File: src/common/wu_consts.svh
`ifndef WU_CONSTS_SVH
`define WU_CONSTS_SVH

// Vector length, also the matrix side
`define NEURON_NUM 5
// Row index, wide enough for NEURON_NUM rows
`define ROW_IDX_WIDTH 3

// Unsigned activation cell
`define ACTIVATION_WIDTH 9
// Signed delta cell
`define DELTA_CELL_WIDTH 12
// Signed weight cell
`define WEIGHT_CELL_WIDTH 16

// Right shift applied to every product
`define FRACTION_WIDTH 0

// Zero-extended activation times signed delta
`define PRODUCT_WIDTH (`ACTIVATION_WIDTH + `DELTA_CELL_WIDTH + 1)
// Weight minus product, one guard bit
`define DIFF_WIDTH (`PRODUCT_WIDTH + 1)

`endif

File: src/common/wu_pkg.sv
`include "wu_consts.svh"

package wu_pkg;

    // Activations, element 0 in the low bits
    typedef logic [`NEURON_NUM-1:0][`ACTIVATION_WIDTH-1:0] act_vec_t;

    // Delta cells, read back through $signed per cell
    typedef logic [`NEURON_NUM-1:0][`DELTA_CELL_WIDTH-1:0] delta_vec_t;

    // One weight row, column 0 in the low bits
    typedef logic [`NEURON_NUM-1:0][`WEIGHT_CELL_WIDTH-1:0] weight_row_t;

    // Whole matrix, row i column j at flat index i*NEURON_NUM+j
    typedef weight_row_t [`NEURON_NUM-1:0] weight_mat_t;

    // Scaled products of one row
    typedef logic [`NEURON_NUM-1:0][`PRODUCT_WIDTH-1:0] prod_row_t;

    // Row handed to the datapath this cycle
    typedef struct packed {
        logic                      valid;
        logic [`ROW_IDX_WIDTH-1:0] row;
    } row_issue_t;

    // Tag that travels with a row through the pipeline
    typedef struct packed {
        logic                      valid;
        logic [`ROW_IDX_WIDTH-1:0] row;
        logic                      last;
    } row_stage_t;

endpackage

File: src/weight_updater/update_control.sv
`timescale 1ns/1ps
`include "wu_consts.svh"

module update_control (
    input  logic               clk,
    input  logic               rst,
    input  logic               a_valid,
    input  logic               delta_valid,
    input  logic               w_valid,
    input  logic               result_ready,
    output logic               a_ready,
    output logic               delta_ready,
    output logic               w_ready,
    output logic               result_valid,
    output logic               error,
    output logic               a_load,
    output logic               delta_load,
    output logic               w_load,
    output wu_pkg::row_issue_t issue,
    input  wu_pkg::row_stage_t stage2,
    input  logic               row_overflow
);

    typedef enum logic [1:0] {
        S_IDLE,
        S_ISSUE,
        S_DRAIN,
        S_PRESENT
    } state_t;

    state_t                    state;
    logic [`ROW_IDX_WIDTH-1:0] row_cnt;
    logic                      last_issue;

    // Operands already taken this round
    logic cap_a;
    logic cap_delta;
    logic cap_w;
    logic all_in;

    // Sticky saturation flag
    logic error_q;

    //////////////////////////////////////////////////
    // Handshakes
    //////////////////////////////////////////////////

    // Each channel open only while idle and not yet taken
    assign a_ready     = (state == S_IDLE) && !cap_a;
    assign delta_ready = (state == S_IDLE) && !cap_delta;
    assign w_ready     = (state == S_IDLE) && !cap_w;

    assign a_load     = a_valid && a_ready;
    assign delta_load = delta_valid && delta_ready;
    assign w_load     = w_valid && w_ready;

    // Counting this cycle's transfers too
    assign all_in = (cap_a || a_load) && (cap_delta || delta_load) && (cap_w || w_load);

    assign result_valid = (state == S_PRESENT);
    assign error        = error_q;

    assign last_issue = (row_cnt == `ROW_IDX_WIDTH'(`NEURON_NUM - 1));

    always_comb begin
        issue.valid = (state == S_ISSUE);
        issue.row   = row_cnt;
    end

    //////////////////////////////////////////////////
    // Round sequencing
    //////////////////////////////////////////////////

    always_ff @(posedge clk) begin
        if (rst) begin
            state     <= S_IDLE;
            row_cnt   <= '0;
            cap_a     <= 1'b0;
            cap_delta <= 1'b0;
            cap_w     <= 1'b0;
            error_q   <= 1'b0;
        end else begin
            cap_a     <= cap_a || a_load;
            cap_delta <= cap_delta || delta_load;
            cap_w     <= cap_w || w_load;
            // Only set while rows drain through stage 2
            error_q   <= error_q || row_overflow;
            case (state)
                S_IDLE: begin
                    if (all_in) begin
                        state   <= S_ISSUE;
                        row_cnt <= '0;
                    end
                end
                S_ISSUE: begin
                    // One row per cycle
                    row_cnt <= row_cnt + 1'b1;
                    if (last_issue) begin
                        state <= S_DRAIN;
                    end
                end
                S_DRAIN: begin
                    // Last row written back this edge
                    if (stage2.valid && stage2.last) begin
                        state <= S_PRESENT;
                    end
                end
                S_PRESENT: begin
                    // Result taken, open the next round
                    if (result_ready) begin
                        state     <= S_IDLE;
                        cap_a     <= 1'b0;
                        cap_delta <= 1'b0;
                        cap_w     <= 1'b0;
                        error_q   <= 1'b0;
                    end
                end
                default: state <= S_IDLE;
            endcase
        end
    end

endmodule

File: src/weight_updater/operand_store.sv
`timescale 1ns/1ps
`include "wu_consts.svh"

module operand_store (
    input  logic                                clk,
    input  wu_pkg::act_vec_t                    a,
    input  wu_pkg::delta_vec_t                  delta,
    input  logic                                a_load,
    input  logic                                delta_load,
    input  wu_pkg::row_issue_t                  row_sel,
    output wu_pkg::act_vec_t                    a_held,
    output logic signed [`DELTA_CELL_WIDTH-1:0] delta_cell
);
    import wu_pkg::*;

    // Whole delta vector stays local
    delta_vec_t delta_held;

    // Activations, shared by every row
    always_ff @(posedge clk) begin
        if (a_load) begin
            a_held <= a;
        end
    end

    always_ff @(posedge clk) begin
        if (delta_load) begin
            delta_held <= delta;
        end
    end

    // Row i of the update scales by delta[i]
    assign delta_cell = $signed(delta_held[row_sel.row]);

endmodule

File: src/weight_updater/weight_matrix_buffer.sv
`timescale 1ns/1ps

module weight_matrix_buffer (
    input  logic                clk,
    input  wu_pkg::weight_mat_t w,
    input  logic                w_load,
    input  wu_pkg::row_issue_t  rd,
    output wu_pkg::weight_row_t rd_row,
    input  wu_pkg::row_stage_t  wr,
    input  wu_pkg::weight_row_t wr_row,
    output wu_pkg::weight_mat_t matrix
);
    import wu_pkg::*;

    // Matrix storage, old weights then updated rows
    weight_mat_t mat;

    //////////////////////////////////////////////////
    // Write side
    //////////////////////////////////////////////////

    // Full load only in idle, row writes only mid-update
    always_ff @(posedge clk) begin
        if (w_load) begin
            mat <= w;
        end else if (wr.valid) begin
            mat[wr.row] <= wr_row;
        end
    end

    //////////////////////////////////////////////////
    // Read side
    //////////////////////////////////////////////////

    // Issued row, read combinationally
    // Its write-back lands three edges later, never the same row
    assign rd_row = mat[rd.row];

    // Held contents are the result once the last row lands
    assign matrix = mat;

endmodule

File: src/weight_updater/row_product.sv
`timescale 1ns/1ps
`include "wu_consts.svh"

module row_product (
    input  logic                               clk,
    input  logic                               rst,
    input  wu_pkg::row_issue_t                 issue,
    input  wu_pkg::act_vec_t                   a_held,
    input  logic signed [`DELTA_CELL_WIDTH-1:0] delta_cell,
    input  wu_pkg::weight_row_t                rd_row,
    output wu_pkg::prod_row_t                  products,
    output wu_pkg::weight_row_t                old_row,
    output wu_pkg::row_stage_t                 stage1
);
    import wu_pkg::*;

    // Products before the register
    prod_row_t prod_d;

    // One multiplier per column
    for (genvar j = 0; j < `NEURON_NUM; j++) begin : g_cell
        logic signed [`PRODUCT_WIDTH-1:0] prod_full;

        // Activation zero-extended so it stays positive
        assign prod_full = $signed({1'b0, a_held[j]}) * delta_cell;
        // Arithmetic shift keeps the sign
        assign prod_d[j] = prod_full >>> `FRACTION_WIDTH;
    end

    // Row tag
    always_ff @(posedge clk) begin
        if (rst) begin
            stage1 <= '0;
        end else begin
            stage1.valid <= issue.valid;
            stage1.row   <= issue.row;
            stage1.last  <= (issue.row == `ROW_IDX_WIDTH'(`NEURON_NUM - 1));
        end
    end

    // Payload, only on an issued row
    always_ff @(posedge clk) begin
        if (issue.valid) begin
            products <= prod_d;
            old_row  <= rd_row;
        end
    end

endmodule

File: src/weight_updater/row_subtract_sat.sv
`timescale 1ns/1ps
`include "wu_consts.svh"

module row_subtract_sat (
    input  logic                clk,
    input  logic                rst,
    input  wu_pkg::prod_row_t   products,
    input  wu_pkg::weight_row_t old_row,
    input  wu_pkg::row_stage_t  stage1,
    output wu_pkg::weight_row_t new_row,
    output wu_pkg::row_stage_t  stage2,
    output logic                row_overflow
);
    import wu_pkg::*;

    // Clamped row and per-cell clamp flags
    weight_row_t             row_d;
    logic [`NEURON_NUM-1:0]  cell_ovf;

    for (genvar j = 0; j < `NEURON_NUM; j++) begin : g_cell
        logic signed [`DIFF_WIDTH-1:0] diff;
        logic                          all_ones;
        logic                          all_zeros;

        // Full width, cannot wrap
        assign diff = $signed(old_row[j]) - $signed(products[j]);

        // Fits only if the bits above the weight sign match it
        assign all_ones  = &diff[`DIFF_WIDTH-1:`WEIGHT_CELL_WIDTH-1];
        assign all_zeros = ~|diff[`DIFF_WIDTH-1:`WEIGHT_CELL_WIDTH-1];
        assign cell_ovf[j] = !(all_ones || all_zeros);

        // Negative overflow to min, positive to max
        assign row_d[j] = !cell_ovf[j] ? diff[`WEIGHT_CELL_WIDTH-1:0] :
                          diff[`DIFF_WIDTH-1] ? {1'b1, {(`WEIGHT_CELL_WIDTH-1){1'b0}}} :
                                                {1'b0, {(`WEIGHT_CELL_WIDTH-1){1'b1}}};
    end

    // Tag and flag
    always_ff @(posedge clk) begin
        if (rst) begin
            stage2       <= '0;
            row_overflow <= 1'b0;
        end else begin
            stage2       <= stage1;
            row_overflow <= stage1.valid && (|cell_ovf);
        end
    end

    // Updated row for write-back
    always_ff @(posedge clk) begin
        if (stage1.valid) begin
            new_row <= row_d;
        end
    end

endmodule

File: src/weight_updater/weight_updater.sv
`timescale 1ns/1ps
`include "wu_consts.svh"

module weight_updater (
    input  logic                clk,
    input  logic                rst,
    input  wu_pkg::act_vec_t    a,
    input  logic                a_valid,
    output logic                a_ready,
    input  wu_pkg::delta_vec_t  delta,
    input  logic                delta_valid,
    output logic                delta_ready,
    input  wu_pkg::weight_mat_t w,
    input  logic                w_valid,
    output logic                w_ready,
    output wu_pkg::weight_mat_t result,
    output logic                result_valid,
    input  logic                result_ready,
    output logic                error
);
    import wu_pkg::*;

    //////////////////////////////////////////////////
    // Internal wires
    //////////////////////////////////////////////////

    // Capture strobes
    logic a_load;
    logic delta_load;
    logic w_load;

    // Issued row and its operands
    row_issue_t                          issue;
    act_vec_t                            a_held;
    logic signed [`DELTA_CELL_WIDTH-1:0] delta_cell;
    weight_row_t                         rd_row;

    // Stage 1 outputs
    prod_row_t   products;
    weight_row_t old_row;
    row_stage_t  stage1;

    // Stage 2 outputs, also the write-back port
    weight_row_t new_row;
    row_stage_t  stage2;
    logic        row_overflow;

    //////////////////////////////////////////////////
    // Control
    //////////////////////////////////////////////////

    update_control control_i (
        .clk         (clk),
        .rst         (rst),
        .a_valid     (a_valid),
        .delta_valid (delta_valid),
        .w_valid     (w_valid),
        .result_ready(result_ready),
        .a_ready     (a_ready),
        .delta_ready (delta_ready),
        .w_ready     (w_ready),
        .result_valid(result_valid),
        .error       (error),
        .a_load      (a_load),
        .delta_load  (delta_load),
        .w_load      (w_load),
        .issue       (issue),
        .stage2      (stage2),
        .row_overflow(row_overflow)
    );

    //////////////////////////////////////////////////
    // Datapath
    //////////////////////////////////////////////////

    operand_store operands_i (
        .clk       (clk),
        .a         (a),
        .delta     (delta),
        .a_load    (a_load),
        .delta_load(delta_load),
        .row_sel   (issue),
        .a_held    (a_held),
        .delta_cell(delta_cell)
    );

    // Matrix contents go straight out as the result
    weight_matrix_buffer buffer_i (
        .clk   (clk),
        .w     (w),
        .w_load(w_load),
        .rd    (issue),
        .rd_row(rd_row),
        .wr    (stage2),
        .wr_row(new_row),
        .matrix(result)
    );

    row_product product_i (
        .clk       (clk),
        .rst       (rst),
        .issue     (issue),
        .a_held    (a_held),
        .delta_cell(delta_cell),
        .rd_row    (rd_row),
        .products  (products),
        .old_row   (old_row),
        .stage1    (stage1)
    );

    row_subtract_sat subtract_i (
        .clk         (clk),
        .rst         (rst),
        .products    (products),
        .old_row     (old_row),
        .stage1      (stage1),
        .new_row     (new_row),
        .stage2      (stage2),
        .row_overflow(row_overflow)
    );

endmodule

File: config.mk
export PLATFORM = sky130hd
export DESIGN_NAME = weight_updater
export DESIGN_NICKNAME = d
export VERILOG_FILES = /design/src/common/wu_pkg.sv /design/src/weight_updater/update_control.sv /design/src/weight_updater/operand_store.sv /design/src/weight_updater/weight_matrix_buffer.sv /design/src/weight_updater/row_product.sv /design/src/weight_updater/row_subtract_sat.sv /design/src/weight_updater/weight_updater.sv
export VERILOG_INCLUDE_DIRS = /design/src /design/src/common
export SDC_FILE = /design/constraint.sdc
export NUM_CORES = 2
export LEC_CHECK = 0
export BUFFER_PORTS_ARGS = -buffer_cell sky130_fd_sc_hd__buf_2
export CAP_MARGIN = 40
export CORE_AREA = 2 2 352 354
export CTS_CLUSTER_DIAMETER = 150
export CTS_CLUSTER_SIZE = 30
export DETAILED_ROUTE_END_ITERATION = 10
export DIE_AREA = 0 0 354 356
export PLACE_DENSITY = 0.72
export SLEW_MARGIN = 20
export SYNTH_ARGS = -nofsm -noshare
export SYNTH_HDL_FRONTEND = slang
export SYNTH_HIERARCHICAL = 1
export SYNTH_SLANG_ARGS = --single-unit
File: constraint.sdc
create_clock -name clk -period 8.9 [get_ports clk]
set_input_delay 2.225 -clock clk [delete_from_list [all_inputs] [get_ports clk]]
set_output_delay 2.225 -clock clk [all_outputs]
set_load 0.02 [all_outputs]
=== Word level (Yosys, flattened, before mapping) ===
Cells that the tools add are included.

* Add/sub/neg operators: 6
* Multipliers: 5
* Order comparisons: 3
* Eq/ne operators: 8
* Mux-type cells: 34
* Reduce and logical (&&, ||, !) cells: 49

{| class="wikitable"
|+ Operator list
! cell !! number
|-
| two-way mux 400 bit || 2
|-
| bitwise mux 400 bit || 1
|-
| binary-select mux 80 bit (select 3 bit) || 1
|-
| demux 80 bit (select 3 bit) || 1
|-
| two-way mux 16 bit || 10
|-
| two-way mux 80 bit || 2
|-
| subtractor 16 x 22 -> 23 bit || 5
|-
| multiplier 10 x 12 -> 22 bit || 5
|-
| AND reduction 8 bit || 5
|-
| OR reduction 8 bit || 5
|-
| binary-select mux 12 bit (select 3 bit) || 1
|-
| zero test 1 bit || 13
|-
| two-way mux 12 bit || 1
|-
| logical AND 1 bit || 11
|-
| logical OR 1 bit || 9
|-
| < comparator 3 x 4 -> 1 bit (second input constant) || 2
|-
| two-way mux 1 bit || 8
|-
| two-way mux 2 bit || 4
|-
| one-hot mux 2 bit (4 select lines) || 1
|-
| != test 2 x 1 -> 1 bit (second input constant) || 3
|-
| one-hot mux 3 bit (2 select lines) || 1
|-
| OR reduction 5 bit || 1
|-
| == test 2 bit (second input constant) || 2
|-
| AND reduction 4 bit || 1
|-
| other kinds (9) || 10
|}

* Bits in registers: 795
* Input port bits: 511
* Output and inout bits: 405
* Logic and storage cells: 168

=== Logic depth before layout (Yosys ltp) ===
* Word-level depth: 8
* Depth in mapped cells: 27

=== By module ===
Netlist, hierarchy kept.

{| class="wikitable"
|+ By module, submodules not included
! module !! times used !! cells an instance !! area an instance (sq um) !! sequential area each (sq um)
|-
| row_product || 1 || 2705 || 27104.7 || 5805.6
|-
| weight_matrix_buffer || 1 || 1757 || 19598.8 || 12011.5
|-
| row_subtract_sat || 1 || 1015 || 8972.4 || 2522.4
|-
| operand_store || 1 || 165 || 3689.8 || 3153.0
|-
| update_control || 1 || 64 || 520.5 || 180.2
|}

=== Worst setup path after synthesis ===
OpenSTA, ideal clock, no wires.

* Kind: reg2reg
* Start: register control_i.row_cnt[1]
* End: register product_i/products[87] (netlist bit), data pin
* Setup time: 260 ps
* Arrival time: 6107 ps
* Setup slack: 2533 ps
* Cell stages (with the launch flop): 25
* Buffers on the path: 4
* Cell sequence: dfxtp_1 buf_2 nand2b_1 buf_2 nor2_1 a221o_1 clkbuf_1 clkbuf_1 nand2_1 fa_1 inv_1 fa_1 inv_1 fa_1 inv_1 fa_1 inv_1 fa_1 inv_1 ha_1 nand4_1 or2_2 o221ai_1 a21oi_1 xnor2_1

* Word-level cells in the longest chain between the ends: 3

{| class="wikitable"
|+ RTL lines
! element !! RTL line !! RTL
|-
| start, declared || update_control.sv:32 || <nowiki>logic [`ROW_IDX_WIDTH-1:0] row_cnt;</nowiki>
|-
| start signal, assigned || update_control.sv:97 || <nowiki>row_cnt <= row_cnt + 1'b1;</nowiki>
|-
| binary-select mux 12 bit (select 3 bit) || operand_store.sv:33 || <nowiki>assign delta_cell = $signed(delta_held[row_sel.row]);</nowiki>
|-
| two-way mux 12 bit (not written as such) || operand_store.sv:33 ||
|-
| via delta_cell[11] || weight_updater.sv:35 || <nowiki>logic signed [`DELTA_CELL_WIDTH-1:0] delta_cell;</nowiki>
|-
| multiplier 10 x 12 -> 22 bit || row_product.sv:25 || <nowiki>assign prod_full = $signed({1'b0, a_held[j]}) * delta_cell;</nowiki>
|-
| via product_i.g_cell[3].prod_full[21] || row_product.sv:22 || <nowiki>logic signed [`PRODUCT_WIDTH-1:0] prod_full;</nowiki>
|-
| end signal, assigned || row_product.sv:44 || <nowiki>products <= prod_d;</nowiki>
|-
| end, declared || row_product.sv:11 || <nowiki>output wu_pkg::prod_row_t products,</nowiki>
|}

The timed path passes the listed nets, and every way through them passes these cells. The select of a mux whose other input is x is not followed.
A chain may end at the register's enable or synchronous reset.

=== Worst setup path after layout ===
* Start: register control_i.row_cnt[0]
* End: register product_i/products[87] (netlist bit), data pin

The elaborated chain is that of the path after synthesis.

==> key figures <==
Route
  – Routed len/inst: 26.57 um
  – Vias per cell: 5.775
  – Final WL: 216700 um
  – # DRC: 0
  – Iteration-0 DRC Markers: 5840
  – Post-route ant nets: 0
  – DR pass1 iterations: 9
  – Vias: 47.09k

Timing
  – Final setup margin: 1.750 ns
  – Unrepaired setup endpoints after global routing: no
  – Worst-Margin Slew: 0.9280 ns
  – Final Setup Violations: 0
  – Slew Limit Headroom: 38.14%
  – Clk_skew: 0.06647 ns
  – Period utilization: 80.33%
  – Final hold vios: 0
  – Fin crit period: 7.150 ns
  – Final TNS setup: 0 ns
  – Fmax: 139.9 MHz
  – Slew Limit Fails: 0

CTS
  – Clock tree buffer depth: 3
  – CTS Hold Bufs: 0
  – Root buffer cell: clkbuf_16
  – Clock transition at the registers of the reported paths: 0.13 ns
  – Clock buffer count from CTS: 35
  – Post-CTS resize count: 0
  – # Post-CTS Setup Buffers: 0
  – TritonCTS clock tree: built
  – Sink Count: 795
  – H-Tree Depth: 2
  – Clk Latency, worst-skew pair: 0.69 ns

Placed design
  – Cells after DPL: 8051
  – Port Buffers: 915
  – DP Worst Slack: 1.797 ns
  – Final GP Congestion: 1.045
  – HPWL Detailed: 170300 um

Synthesis
  – Register area share after synthesis: 39.53%
  – Ys Warns: 6
  – Synth top area share: 38.86%
  – Synth top area cells: edfxtp_1, fa_1, ha_1, inv_1, nand2_1
  – Syn avg cell area: 10.50 sq um
  – Yosys cell types: 92
  – Synth Register Bits: 795
  – Post-synth EDFFs: 775
  – Async set-reset flop share out of synthesis: 0%
  – Post-synthesis cell count: 5706
  – Synth Net Count: 7054
  – Synth Flop Type: edfxtp_1
  – Mapped Area: 0.05989 sq mm
  – Leading area contributor after synthesis: edfxtp_1

Floorplan
  – Die extent in y: 356 um
  – Cell Rows: 129
  – Placeable Area: 0.1227 sq mm
  – DIE WIDTH: 354 um
  – Top Ports: 916
  – DIE AREA: 0.1260 sq mm
  – Initial core utilization: 48.82%

Global routing
  – Initial antenna violation count: 57
  – Met1 usage in global routing: 48.35%
  – Largest net degree at the start of global routing: 203
  – Gr usage total: 33.49%
  – Met2 usage: 48.27%
  – GRT Residual Overflow: 0
  – First-pass GRT wire length: 308300 um
  – GRT busiest layer: met1
  – Vias in the first global route: 45.18k
  – Met3 usage: 11.33%

Layout
  – Share of cells above drive strength 1: 18.22%
  – Area grow syn2layout: 12.50%
  – Fin nets: 7801
  – Final std cells w/o fill: 8155

Hold path
  – Min-delay worst type: register to register

Setup path
  – Worst EP required: 9.31 ns
  – CP max stage delay: 0.71 ns
  – CP endpoint kind: register
  – Type of origin of the critical path: register
  – Bufs and invs on worst path: 6
  – Arrival time worst endpoint: 7.56 ns
  – CP cell instances: nor3b_4 > a221o_2 > buf_4 > nand2_1 > fa_1 > inv_1 > fa_1 > inv_1 > fa_1 > inv_1 > fa_1 > inv_1 > fa_1 > inv_1 > ha_1 > nand4_1 > or2_2 > o221ai_1 > a21oi_1 > xnor2_1
  – Delay-heaviest family, CP: adder cells
  – Max FO, Critical Path: 28
  – Crit Path Class: register to register
  – Worst path slowest cell: fa_1

Outcome
  – Status: completed

Job
  – Max-capacitance violation count: 0
-- final cells by class --
cell class / count / area, sq um
Antenna cell: 40 / 100.1
Multi-Input combinational cell: 3840 / 32130
Inverter: 805 / 3022
Clock buffer: 52 / 939.7
Clock inverter: 10 / 183.9
Tap cell: 1637 / 2048
Sequential cell: 795 / 23680
Timing Repair Buffer: 976 / 5266
Fill cell: 10766 / 55300
-- cells by family (layout without fill, tap and decap cells) --
family,Yosys count,count (layout),synth area share (%)
other,0,40,0
AND/OR/NAND/NOR,1530,1530,11.96
adder cells (fa/ha/maj),837,837,23.44
multiplexers,224,224,4.018
flip-flops,795,795,39.53
AO/OA/AOI/OAI,1043,1043,10.99
buffers and inverters,1071,1843,7.045
XOR/XNOR,206,206,3.013
-- layer usage --
layer / routed length [um] / vias up / share of wire [%]
met5: 132 / - / 0.061
met4: 5658 / 20 / 2.6
met3: 28510 / 322 / 13
met2: 91600 / 2667 / 42
met1: 90810 / 23445 / 42
li1: - / 20640 / -
-- through the flow --
| step | util (%) | instance area (sq um) | hold slack [ns] |
|---|---|---|---|
| 3_5_place_dp | 53.89 | 66110 | 0.4237 |
| 4_1_cts | 54.81 | 67230 | 0.4529 |
| 3_3_place_gp | 53.65 | 65820 | 0.4211 |
| 5_1_grt | 54.87 | 67310 | 0.4766 |
| 2_1_floorplan | - | 59890 | 0.4138 |
| 6_report | 54.92 | 67370 | 0.4510 |
-- path summary, 6_finish.rpt --
| path | end | start | cells after the start | slack, ns |
|---|---|---|---|---|
| max | product_i/products[87] | control_i/row_cnt[0] | 20 | 1.75 |
| min | subtract_i/stage2[3] | product_i/stage1[3] | 1 | 0.45 |
| max reg2reg | product_i/products[87] | control_i/row_cnt[0] | 20 | 1.75 |
| min reg2reg | subtract_i/stage2[3] | product_i/stage1[3] | 1 | 0.45 |
-- sequential cells by signal, summed over array words and instances, names as in the netlist, 2 cells and up --
name,count
operands_i/delta_held,60
product_i/stage1,5
control_i/row_cnt,3
subtract_i/stage2,5
control_i/state,2
subtract_i/new_row,80
product_i/old_row,80
operands_i/a_held,45
buffer_i/matrix,400
product_i/products,110
-- Yosys cell counts, types with 94 or more instances --
| library cell | count |
|---|---|
| and2_1 | 282 |
| a21o_1 | 94 |
| nor2_1 | 205 |
| fa_1 | 475 |
| a21oi_1 | 156 |
| clkbuf_1 | 186 |
| mux2i_1 | 126 |
| ha_1 | 362 |
| nand2_1 | 768 |
| xnor2_1 | 144 |
| inv_1 | 805 |
| o21ai_0 | 490 |
| edfxtp_1 | 775 |
| nand2b_1 | 104 |
-- cells in the final DEF (no fill, tap or decap), types with 35 or more instances in the layout --
cell,count
mux2_2,91
diode_2,40
nor2_1,204
mux2i_1,126
clkbuf_16,35
xnor2_1,144
edfxtp_1,775
buf_2,916
a221o_1,78
and2_1,279
buf_4,45
a21o_1,94
nand2_1,766
a21oi_1,156
xor2_1,62
fa_1,475
o21ai_0,490
ha_1,361
inv_1,805
nand2b_1,103
Power is left out: the tool's default activity adds up to more than one toggle a clock period on the data nets, which glitch-free logic cannot reach.
